==> config.mk <==
export PLATFORM = sky130hd
export DESIGN_NAME = pwrEventTop
export DESIGN_NICKNAME = d
export VERILOG_FILES = /design/src/verilog/pwrEventPkg.sv /design/src/verilog/msTimer.sv /design/src/verilog/promSequencer.sv /design/src/verilog/pwrEventFsm.sv /design/src/verilog/pwrEventTop.sv
export SDC_FILE = /design/constraint.sdc
export NUM_CORES = 1
export LEC_CHECK = 0
export ABC_AREA = 1
export BUFFER_PORTS_ARGS = -buffer_cell sky130_fd_sc_hd__buf_2
export CORE_ASPECT_RATIO = 0.5
export CORE_MARGIN = 2
export CORE_UTILIZATION = 56
export CTS_BUF_LIST = sky130_fd_sc_hd__clkbuf_4 sky130_fd_sc_hd__clkbuf_8
export CTS_CLUSTER_SIZE = 8
export DETAILED_ROUTE_END_ITERATION = 10
export GPL_TIMING_DRIVEN = 1
export PLACE_DENSITY = 0.78
export SLEW_MARGIN = 20
export SYNTH_ARGS = -nofsm -noshare
export SYNTH_HDL_FRONTEND = slang
export SYNTH_SLANG_ARGS = --single-unit
==> constraint.sdc <==
create_clock -name CLK32768 -period 3.46 [get_ports CLK32768]
set_clock_uncertainty 0.1 [all_clocks]
set_input_delay 0.346 -clock CLK32768 [delete_from_list [all_inputs] [get_ports CLK32768]]
set_output_delay 0.346 -clock CLK32768 [all_outputs]
set_load 0.02 [all_outputs]
==> src/verilog/pwrEventPkg.sv <==
package pwrEventPkg;

    // --------------------
    // Event states
    // --------------------
    // Codes 5, 6 and 10 up are unused and recover to standby
    typedef enum logic [3:0] {
        InitPowerUp  = 4'd0,    // Read stored bit after reset
        PowerStandBy = 4'd1,    // Off, waiting for the button
        Reboot       = 4'd2,    // Supply on, waiting for power good
        UpdatePwrSt  = 4'd3,    // Record running state
        SystemRun    = 4'd4,
        PowerFail    = 4'd7,    // ATX dropped while running
        Wait2s       = 4'd8,    // Settle before standby
        PowerDown    = 9        // Software off request
    } evtState_t;

    // Elapsed time in ms
    typedef logic [15:0] msCount_t;

    // Flash sequence kinds
    typedef enum logic {
        PromRead        = 1'b0,
        PromWriteVerify = 1'b1  // Erase and program, then read back
    } promOp_t;

    // --------------------
    // Intervals in ms
    // --------------------
    localparam msCount_t EvtT20   = 16'd20;
    localparam msCount_t EvtT30   = 16'd30;
    localparam msCount_t EvtT100  = 16'd100;
    localparam msCount_t EvtT1020 = 16'd1020;  // Write strobe end
    localparam msCount_t EvtT1030 = 16'd1030;  // Readback start
    localparam msCount_t EvtT1040 = 16'd1040;
    localparam msCount_t EvtT1050 = 16'd1050;  // Write-verify done
    localparam msCount_t EvtT5000 = 16'd5000;
    localparam msCount_t EvtT6000 = 16'd6000;
    localparam msCount_t EvtT8000 = 16'd8000;

    // Pin and flash levels
    localparam logic PwrStateOk    = 1'b1;  // Last shutdown was orderly
    localparam logic PwrStateFail  = 1'b0;  // Was running when power went
    localparam logic ButtonPress   = 1'b0;
    localparam logic ButtonRelease = 1'b1;
    localparam logic PwrSwOn       = 1'b0;  // PS_ONn is active low
    localparam logic PwrSwOff      = 1'b1;

endpackage

==> src/verilog/msTimer.sv <==
`timescale 1ns/1ns

module msTimer #(
    parameter int CyclesPerMs = 33
) (
    input  logic                  CLK32768,
    input  logic                  ResetN,
    input  logic                  Restart,
    output pwrEventPkg::msCount_t ElapsedMs
);
    import pwrEventPkg::*;

    localparam int       DivW  = $clog2(CyclesPerMs);
    localparam msCount_t MsMax = '1;    // Saturation value

    logic [DivW-1:0] divCnt;    // Cycle within the current ms
    logic            msTick;    // Last cycle of a ms

    assign msTick = (divCnt == DivW'(CyclesPerMs - 1));

    // --------------------
    // Cycle divider
    // --------------------
    always_ff @(posedge CLK32768 or negedge ResetN) begin
        if (!ResetN) begin
            divCnt <= '0;
        end else if (Restart || msTick) begin
            divCnt <= '0;   // Realign to the starting event
        end else begin
            divCnt <= divCnt + 1'b1;
        end
    end

    // --------------------
    // Millisecond count
    // --------------------
    always_ff @(posedge CLK32768 or negedge ResetN) begin
        if (!ResetN) begin
            ElapsedMs <= '0;
        end else if (Restart) begin
            ElapsedMs <= '0;
        end else if (msTick && (ElapsedMs != MsMax)) begin
            ElapsedMs <= ElapsedMs + 1'b1;  // Holds at max, no wrap
        end
    end

endmodule

==> src/verilog/promSequencer.sv <==
`timescale 1ns/1ns

module promSequencer #(
    parameter int CyclesPerMs = 33
) (
    input  logic                 CLK32768,
    input  logic                 ResetN,
    input  logic                 PromStart,
    input  pwrEventPkg::promOp_t PromOp,
    input  logic                 PromWrBit,
    output logic                 PromCreditReturn,
    output logic                 bFlashPromReq,
    output logic                 bWrPromCfg,
    output logic                 bRdPromCfg,
    output logic                 PwrLastStateWrBit,
    input  logic                 PwrLastStateRdBit
);
    import pwrEventPkg::*;

    promOp_t  opQ;          // Operation of the running sequence
    msCount_t elapsedMs;    // Time since PromStart
    msCount_t rdOn;         // Readback window start
    msCount_t rdOff;
    msCount_t seqEnd;
    logic     seqDone;      // First cycle of the end time

    // Timer starts with the sequence
    msTimer #(
        .CyclesPerMs(CyclesPerMs)
    ) seqTimer (
        .CLK32768 (CLK32768),
        .ResetN   (ResetN),
        .Restart  (PromStart),
        .ElapsedMs(elapsedMs)
    );

    // --------------------
    // Strobe windows
    // --------------------
    always_comb begin
        if (opQ == PromWriteVerify) begin
            rdOn   = EvtT1030;  // Erase and program time first
            rdOff  = EvtT1040;
            seqEnd = EvtT1050;
        end else begin
            rdOn   = EvtT20;
            rdOff  = EvtT30;
            seqEnd = EvtT100;
        end
    end

    // Program strobe only for write-verify
    assign bWrPromCfg = bFlashPromReq && (opQ == PromWriteVerify) &&
                        (elapsedMs >= EvtT20) && (elapsedMs < EvtT1020);
    assign bRdPromCfg = bFlashPromReq && (elapsedMs >= rdOn) && (elapsedMs < rdOff);
    assign seqDone    = bFlashPromReq && (elapsedMs == seqEnd);

    // Operation latch
    always_ff @(posedge CLK32768) begin
        if (PromStart) begin
            opQ <= PromOp;
        end
    end

    // --------------------
    // Request, bit and credit
    // --------------------
    always_ff @(posedge CLK32768 or negedge ResetN) begin
        if (!ResetN) begin
            bFlashPromReq     <= 1'b0;
            PromCreditReturn  <= 1'b0;
            PwrLastStateWrBit <= PwrStateOk;
        end else begin
            PromCreditReturn <= seqDone;    // Single pulse, busy drops with it
            if (PromStart) begin
                bFlashPromReq <= 1'b1;
                if (PromOp == PromWriteVerify) begin
                    PwrLastStateWrBit <= PromWrBit;     // Value being programmed
                end
            end else if (seqDone) begin
                bFlashPromReq     <= 1'b0;
                PwrLastStateWrBit <= PwrLastStateRdBit; // Adopt what flash holds
            end
        end
    end

    // --------------------
    // Assertions
    // --------------------
    // FSM must wait for the credit before starting again
    aNoStartBusy: assert property (@(posedge CLK32768) disable iff (!ResetN)
        PromStart |-> !bFlashPromReq)
        else $error("promSequencer: PromStart while a sequence is running");

    // Program and read windows never overlap
    aStrobeExcl: assert property (@(posedge CLK32768) disable iff (!ResetN)
        !(bWrPromCfg && bRdPromCfg))
        else $error("promSequencer: bWrPromCfg and bRdPromCfg high together");

endmodule

==> src/verilog/pwrEventFsm.sv <==
`timescale 1ns/1ns

module pwrEventFsm #(
    parameter int CyclesPerMs = 33
) (
    input  logic                   CLK32768,
    input  logic                   ResetN,
    input  logic                   PowerbuttonIn,
    input  logic                   ATX_PowerOK,
    input  logic                   ALL_PWRGD,
    input  logic                   PowerOff,
    input  logic                   PwrLastStateWrBit,
    input  logic                   PromCreditReturn,
    output logic                   PromStart,
    output logic                   PromWrBit,
    output pwrEventPkg::promOp_t   PromOp,
    output logic                   PS_ONn,
    output logic                   PowerbuttonEvtOut,
    output pwrEventPkg::evtState_t PowerEvtState
);
    import pwrEventPkg::*;

    evtState_t nextState;
    msCount_t  elapsedMs;       // Time in current state
    logic      stateChange;
    logic      timerRestart;
    logic      creditAvail;     // The single flash credit
    logic      reqIssued;       // This state already started its sequence
    logic      startReq;
    promOp_t   opReq;
    logic      wrBitReq;
    logic      psOnNext;
    logic      buttonNext;
    logic      pwrGood;

    assign pwrGood     = ATX_PowerOK && ALL_PWRGD;
    assign stateChange = (nextState != PowerEvtState);

    // Button release in standby restarts the debounce
    assign timerRestart = stateChange ||
                          ((PowerEvtState == PowerStandBy) && (PowerbuttonIn == ButtonRelease));

    msTimer #(
        .CyclesPerMs(CyclesPerMs)
    ) evtTimer (
        .CLK32768 (CLK32768),
        .ResetN   (ResetN),
        .Restart  (timerRestart),
        .ElapsedMs(elapsedMs)
    );

    // --------------------
    // Next state and outputs
    // --------------------
    always_comb begin
        nextState  = PowerEvtState;
        psOnNext   = PwrSwOff;      // Supply off unless a state wants it
        buttonNext = ButtonRelease;
        startReq   = 1'b0;
        opReq      = PromRead;
        wrBitReq   = PwrStateOk;
        case (PowerEvtState)
            InitPowerUp: begin
                startReq = creditAvail && !reqIssued;   // Read the stored bit
                if (reqIssued && PromCreditReturn) begin
                    // Fail means power was lost while running
                    nextState = (PwrLastStateWrBit == PwrStateOk) ? PowerStandBy : Reboot;
                end
            end
            PowerStandBy: begin
                if ((PowerbuttonIn == ButtonPress) && (elapsedMs > EvtT20))
                    nextState = Reboot;     // Debounced press
            end
            Reboot: begin
                psOnNext = PwrSwOn;
                if (pwrGood)
                    nextState = UpdatePwrSt;
                else if (elapsedMs >= EvtT5000)
                    nextState = Wait2s;     // Power good timeout
            end
            UpdatePwrSt: begin
                psOnNext = PwrSwOn;
                startReq = creditAvail && !reqIssued;
                opReq    = PromWriteVerify;
                wrBitReq = PwrStateFail;    // Marks "running" in flash
                if (reqIssued && PromCreditReturn)
                    nextState = pwrGood ? SystemRun : Wait2s;
            end
            SystemRun: begin
                psOnNext = PwrSwOn;
                if (PowerOff)
                    nextState = PowerDown;
                else if (!ATX_PowerOK)
                    nextState = PowerFail;
            end
            PowerFail: begin
                if (elapsedMs >= EvtT5000)
                    nextState = Wait2s;
                else if (ATX_PowerOK)
                    nextState = Reboot;     // Supply came back in time
            end
            PowerDown: begin
                startReq = creditAvail && !reqIssued;
                opReq    = PromWriteVerify;
                wrBitReq = PwrStateOk;      // Orderly shutdown
                if (elapsedMs < EvtT5000)
                    buttonNext = ButtonPress;   // Hold button toward chipset
                if (elapsedMs < EvtT6000)
                    psOnNext = PwrSwOn;
                if (elapsedMs >= EvtT8000)
                    nextState = Wait2s;
            end
            Wait2s: begin
                if (elapsedMs > EvtT6000)
                    nextState = PowerStandBy;
            end
            default: begin
                nextState = PowerStandBy;   // Unused code
            end
        endcase
    end

    // --------------------
    // State, pins and credit
    // --------------------
    always_ff @(posedge CLK32768 or negedge ResetN) begin
        if (!ResetN) begin
            PowerEvtState     <= InitPowerUp;
            PS_ONn            <= PwrSwOff;
            PowerbuttonEvtOut <= ButtonRelease;
            PromStart         <= 1'b0;
            creditAvail       <= 1'b1;  // One credit after reset
            reqIssued         <= 1'b0;
        end else begin
            PowerEvtState     <= nextState;
            PS_ONn            <= psOnNext;
            PowerbuttonEvtOut <= buttonNext;
            PromStart         <= startReq;
            if (PromStart)
                creditAvail <= 1'b0;    // Spent
            else if (PromCreditReturn)
                creditAvail <= 1'b1;
            if (stateChange)
                reqIssued <= 1'b0;
            else if (startReq)
                reqIssued <= 1'b1;
        end
    end

    // Operation and bit for the sequencer, valid with PromStart
    always_ff @(posedge CLK32768) begin
        if (startReq) begin
            PromOp    <= opReq;
            PromWrBit <= wrBitReq;
        end
    end

    // --------------------
    // Assertions
    // --------------------
    aStartWithCredit: assert property (@(posedge CLK32768) disable iff (!ResetN)
        PromStart |-> creditAvail)
        else $error("pwrEventFsm: PromStart without a flash credit");

    // Sequencer returns only a credit that was handed out
    aReturnOnlyOut: assert property (@(posedge CLK32768) disable iff (!ResetN)
        PromCreditReturn |-> !creditAvail)
        else $error("pwrEventFsm: credit returned while already held");

endmodule

==> src/verilog/pwrEventTop.sv <==
`timescale 1ns/1ns

module pwrEventTop #(
    parameter int CyclesPerMs = 33
) (
    input  logic                   CLK32768,
    input  logic                   ResetN,
    input  logic                   PowerbuttonIn,
    input  logic                   ATX_PowerOK,
    input  logic                   ALL_PWRGD,
    input  logic                   PowerOff,
    input  logic                   PwrLastStateRdBit,
    output logic                   PS_ONn,
    output logic                   PowerbuttonEvtOut,
    output pwrEventPkg::evtState_t PowerEvtState,
    output logic                   bFlashPromReq,
    output logic                   bWrPromCfg,
    output logic                   bRdPromCfg,
    output logic                   PwrLastStateWrBit
);
    import pwrEventPkg::*;

    // --------------------
    // Flash credit channel
    // --------------------
    logic    promStart;
    promOp_t promOp;
    logic    promWrBit;
    logic    promCreditReturn;

    pwrEventFsm #(
        .CyclesPerMs(CyclesPerMs)
    ) fsmInst (
        .CLK32768         (CLK32768),
        .ResetN           (ResetN),
        .PowerbuttonIn    (PowerbuttonIn),
        .ATX_PowerOK      (ATX_PowerOK),
        .ALL_PWRGD        (ALL_PWRGD),
        .PowerOff         (PowerOff),
        .PwrLastStateWrBit(PwrLastStateWrBit),  // Current stored value
        .PromCreditReturn (promCreditReturn),
        .PromStart        (promStart),
        .PromWrBit        (promWrBit),
        .PromOp           (promOp),
        .PS_ONn           (PS_ONn),
        .PowerbuttonEvtOut(PowerbuttonEvtOut),
        .PowerEvtState    (PowerEvtState)
    );

    promSequencer #(
        .CyclesPerMs(CyclesPerMs)
    ) seqInst (
        .CLK32768         (CLK32768),
        .ResetN           (ResetN),
        .PromStart        (promStart),
        .PromOp           (promOp),
        .PromWrBit        (promWrBit),
        .PromCreditReturn (promCreditReturn),
        .bFlashPromReq    (bFlashPromReq),
        .bWrPromCfg       (bWrPromCfg),
        .bRdPromCfg       (bRdPromCfg),
        .PwrLastStateWrBit(PwrLastStateWrBit),
        .PwrLastStateRdBit(PwrLastStateRdBit)
    );

endmodule

==> run metrics <==
status finished clean; r2r setup slk 1.28 ns; Pwr Density 345 nW/um2; vias 3104; DRC Markers 0; Area growth syn-to-layout 9.46%; warnings from Yosys 0; Logic pwr share 2.6%; worst path arrival time 1.98 ns; Worst-path clk slew 0.07 ns; Flop pwr share 50.3%; Slew Limit Fails 0; CP most frequent cell nor4_1; crit path to bRdPromCfg; DR iter-0 viols 190; Synth area leaders dfrtp_1, nand2_1, nor2_1, inv_1, nand3_1; Switching Share 22.1%; grt ovf 0; WS Path Type flop to output port; Synth async-reset ratio 94.9%; Peak VDD IR 0.231 mV; gp weighted congestion 0.905; synth unique cells 42; H-tree Lvls 3; startpoint types flop; PortBufs 16; final WL 7.57 mm; Largest delay share family, worst path simple AND/OR/NAND/NOR gates; fin nets 525; initial antenna violation count 0; Post-synth EDFFs 3; n_diodes 0; Top FF cell, synth dfrtp_1; Post-CTS Hold Buffers 0; Yosys reg bits 59; die width 119 um; HP Class input port to async pin; RR Endpoint fsmInst.evtTimer.ElapsedMs[15]$_DFFE_PN0P_; core box area 6210 um2; Maximum Capacitance Violations 0; critical path fanouts, max 5; final setup fails 0; vias in the first global route 3059; Die ar. 7290 um2; number of CTS-inserted buffers 9; internal power 1090 uW; IO Pins 17; Post-DRT Antenna Nets 0; Mapped Cells 484; Fmax achieved 0.412 GHz; Pre-Repair DR Iteration Count 4; first-pass GRT wire length 13.6 mm; LEAKAGE 0.00192 uW; GRT Total Usage 23.9%; Critical Path Sink Type output port; Relative slew margins 37.5%; root buf cell clkbuf_8; CP startpoint seqInst.seqTimer.ElapsedMs[14]$_DFFE_PN0P_; die height 61.4 um; RR Startpoint fsmInst.evtTimer.ElapsedMs[0]$_DFFE_PN0P_; clock share of power 47.1%; clock net sink count 59; Clock Tree Buf Depth 2; Avg WL per Cell 12.7 um; Seq/Total Area, Yosys 40.6%; standard-cell row count 20; Synth Cell Area 3690 um2; largest net degree at the start of global routing 43; Initial Util 59.4%; Power Total 1390 uW; CTS tree done; worst slew pin tran 0.938 ns; synthesized area per cell 7.62 um2; setup TNS 0 ns; Reg2Reg Depth 12; critical path data required time 3.01 ns; RSZ-0062 raised after global routing no; Crit path buffers/inverters 2; final worst-path cycle share 70.2%; Net Count, Synth 505; share of layout cells above drive strength 1 13.2%; critical path's slowest cell nor4_1; Crit path depth 6; # Post-CTS Setup Buffers 0; Clock Latency Late Sink 0.35 ns; # resized after CTS 0; slowest stage delay, CP 0.47 ns; Vias/cell 5.20; minimum clock period 2.43 ns; DP HPWL 5.61 mm; Net Switching 307 uW; Hold Violations, Final 0; Yosys top cell by area dfrtp_1; share of the synthesized area in the top cell type 35.3%; crit path cell chain nor4_1 -> inv_1 -> nor4_1 -> nand2_1 -> a211oi_1 -> buf_2
[routing by layer]
metal	up-vias	GRT usage, %	part of all wire [%]
li1	1630	-	-
met1	1417	29.5	48
met2	46	42.9	47
met3	11	6.11	3.6
met4	0	7.31	1.3
met5	-	0	0
[cells by family (layout without fill, tap and decap cells)]
group / Yosys count / count (layout) / synth area share [%]
simple gates: 260 / 260 / 33.4
buf+inv: 80 / 105 / 9.02
flops: 59 / 59 / 40.6
compound gates: 57 / 57 / 8.96
fa+ha+maj: 14 / 14 / 4.75
xor+xnor: 14 / 14 / 3.32
[final cells by class]
class	instances	area (um2)
Fill cell	556	2170
Multi-Input combinational cell	345	1860
Sequential cell	59	1500
Inverter	71	269
Clock buffer	12	159
Tap cell	88	110
Timing Repair Buffer	18	95.1
Clock inverter	4	48.8
[Yosys cell counts (3+ instances only)]
cell,instances
o21ai_0,19
nor3_2,7
nor4_1,6
nand3_1,44
nor3_1,17
edfxtp_1,3
nor2_1,67
a31oi_1,3
buf_6,3
nand2_1,90
o21ai_1,5
inv_1,62
dfstp_2,4
inv_2,7
a21oi_2,4
nand4_1,11
nor2_2,3
xor2_1,12
buf_2,3
ha_1,14
a211oi_1,3
a21oi_1,16
nand3b_1,3
dfrtp_1,52
[worst min path at each step]
| stage | end | slack, ns |
|---|---|---|
| final | fsmInst.evtTimer.divCnt[3]$_DFF_PN0_ | 0.03 |
| after global routing | fsmInst.evtTimer.divCnt[4]$_DFF_PN0_ | 0.1 |
| after floorplan | fsmInst.PowerEvtState[0]$_DFF_PN0_ | -0.05 |
| after CTS | fsmInst.evtTimer.divCnt[4]$_DFF_PN0_ | 0.07 |
| after detailed placement | seqInst.opQ$_DFFE_PP_ | 0.34 |
| after global placement | seqInst.opQ$_DFFE_PP_ | 0.34 |
[state kept, by name, indices dropped and copies added (netlist names), 4 cells and up]
signal / flops
seqInst.seqTimer.ElapsedMs: 16
fsmInst.evtTimer.ElapsedMs: 16
fsmInst.PowerEvtState: 4
fsmInst.evtTimer.divCnt: 6
seqInst.seqTimer.divCnt: 6
[worst reg2reg max path: cells and delay by family, from the launching register on]
kind | cells | cell delay [ns]
simple gates | 7 | 0.66
buf+inv | 2 | 0.47
flops | 1 | 0.39
compound gates | 2 | 0.23
fa+ha+maj | 1 | 0.20
[cells in the final DEF (no fill, tap or decap), types with 2 or more instances in the layout]
| cell | netlist | routed |
|---|---|---|
| nand2_1 | 90 | 90 |
| nor2_1 | 67 | 67 |
| inv_1 | 62 | 62 |
| dfrtp_1 | 52 | 52 |
| nand3_1 | 44 | 44 |
| o21ai_0 | 19 | 19 |
| nor3_1 | 17 | 17 |
| a21oi_1 | 16 | 16 |
| buf_2 | 3 | 16 |
| ha_1 | 14 | 14 |
| xor2_1 | 12 | 12 |
| nand4_1 | 11 | 11 |
| clkbuf_8 | 0 | 11 |
| inv_2 | 7 | 7 |
| nor3_2 | 7 | 7 |
| nor4_1 | 6 | 6 |
| o21ai_1 | 5 | 5 |
| a21oi_2 | 4 | 4 |
| dfstp_2 | 4 | 4 |
| nor2_2 | 3 | 3 |
| nand3b_1 | 3 | 3 |
| a211oi_1 | 3 | 3 |
| a31oi_1 | 3 | 3 |
| edfxtp_1 | 3 | 3 |
| xnor2_1 | 2 | 2 |
| or2_2 | 2 | 2 |
| nor3b_1 | 2 | 2 |
| and3_1 | 2 | 2 |
| o22ai_1 | 2 | 2 |
| nor4_4 | 2 | 2 |
| o211ai_1 | 2 | 2 |
| clkinv_2 | 0 | 2 |
| buf_4 | 1 | 2 |
[stage by stage]
stage | std cells | utilization [%] | cell area [um2] | hold WS, ns | setup WS [ns]
after floorplan | 484 | - | 3690 | -0.0496 | 1.40
after global placement | 581 | 61.7 | 3830 | 0.336 | 1.33
after detailed placement | 581 | 61.7 | 3830 | 0.338 | 1.29
after CTS | 597 | 65.1 | 4040 | 0.0699 | 1.03
after global routing | 597 | 65.1 | 4040 | 0.0984 | 0.911
final | 597 | 65.1 | 4040 | 0.0251 | 1.03
[power groups by stage]
stage | clock network, uW | logic, uW | registers [uW]
floorplan | 0 | 17.5 | 713
global placement | 0 | 36.4 | 713
detailed placement | 0 | 37.1 | 713
CTS | 670 | 37.4 | 701
global route | 703 | 41.5 | 700
finish | 657 | 35.9 | 701
Power figures use the tool's default switching activity.
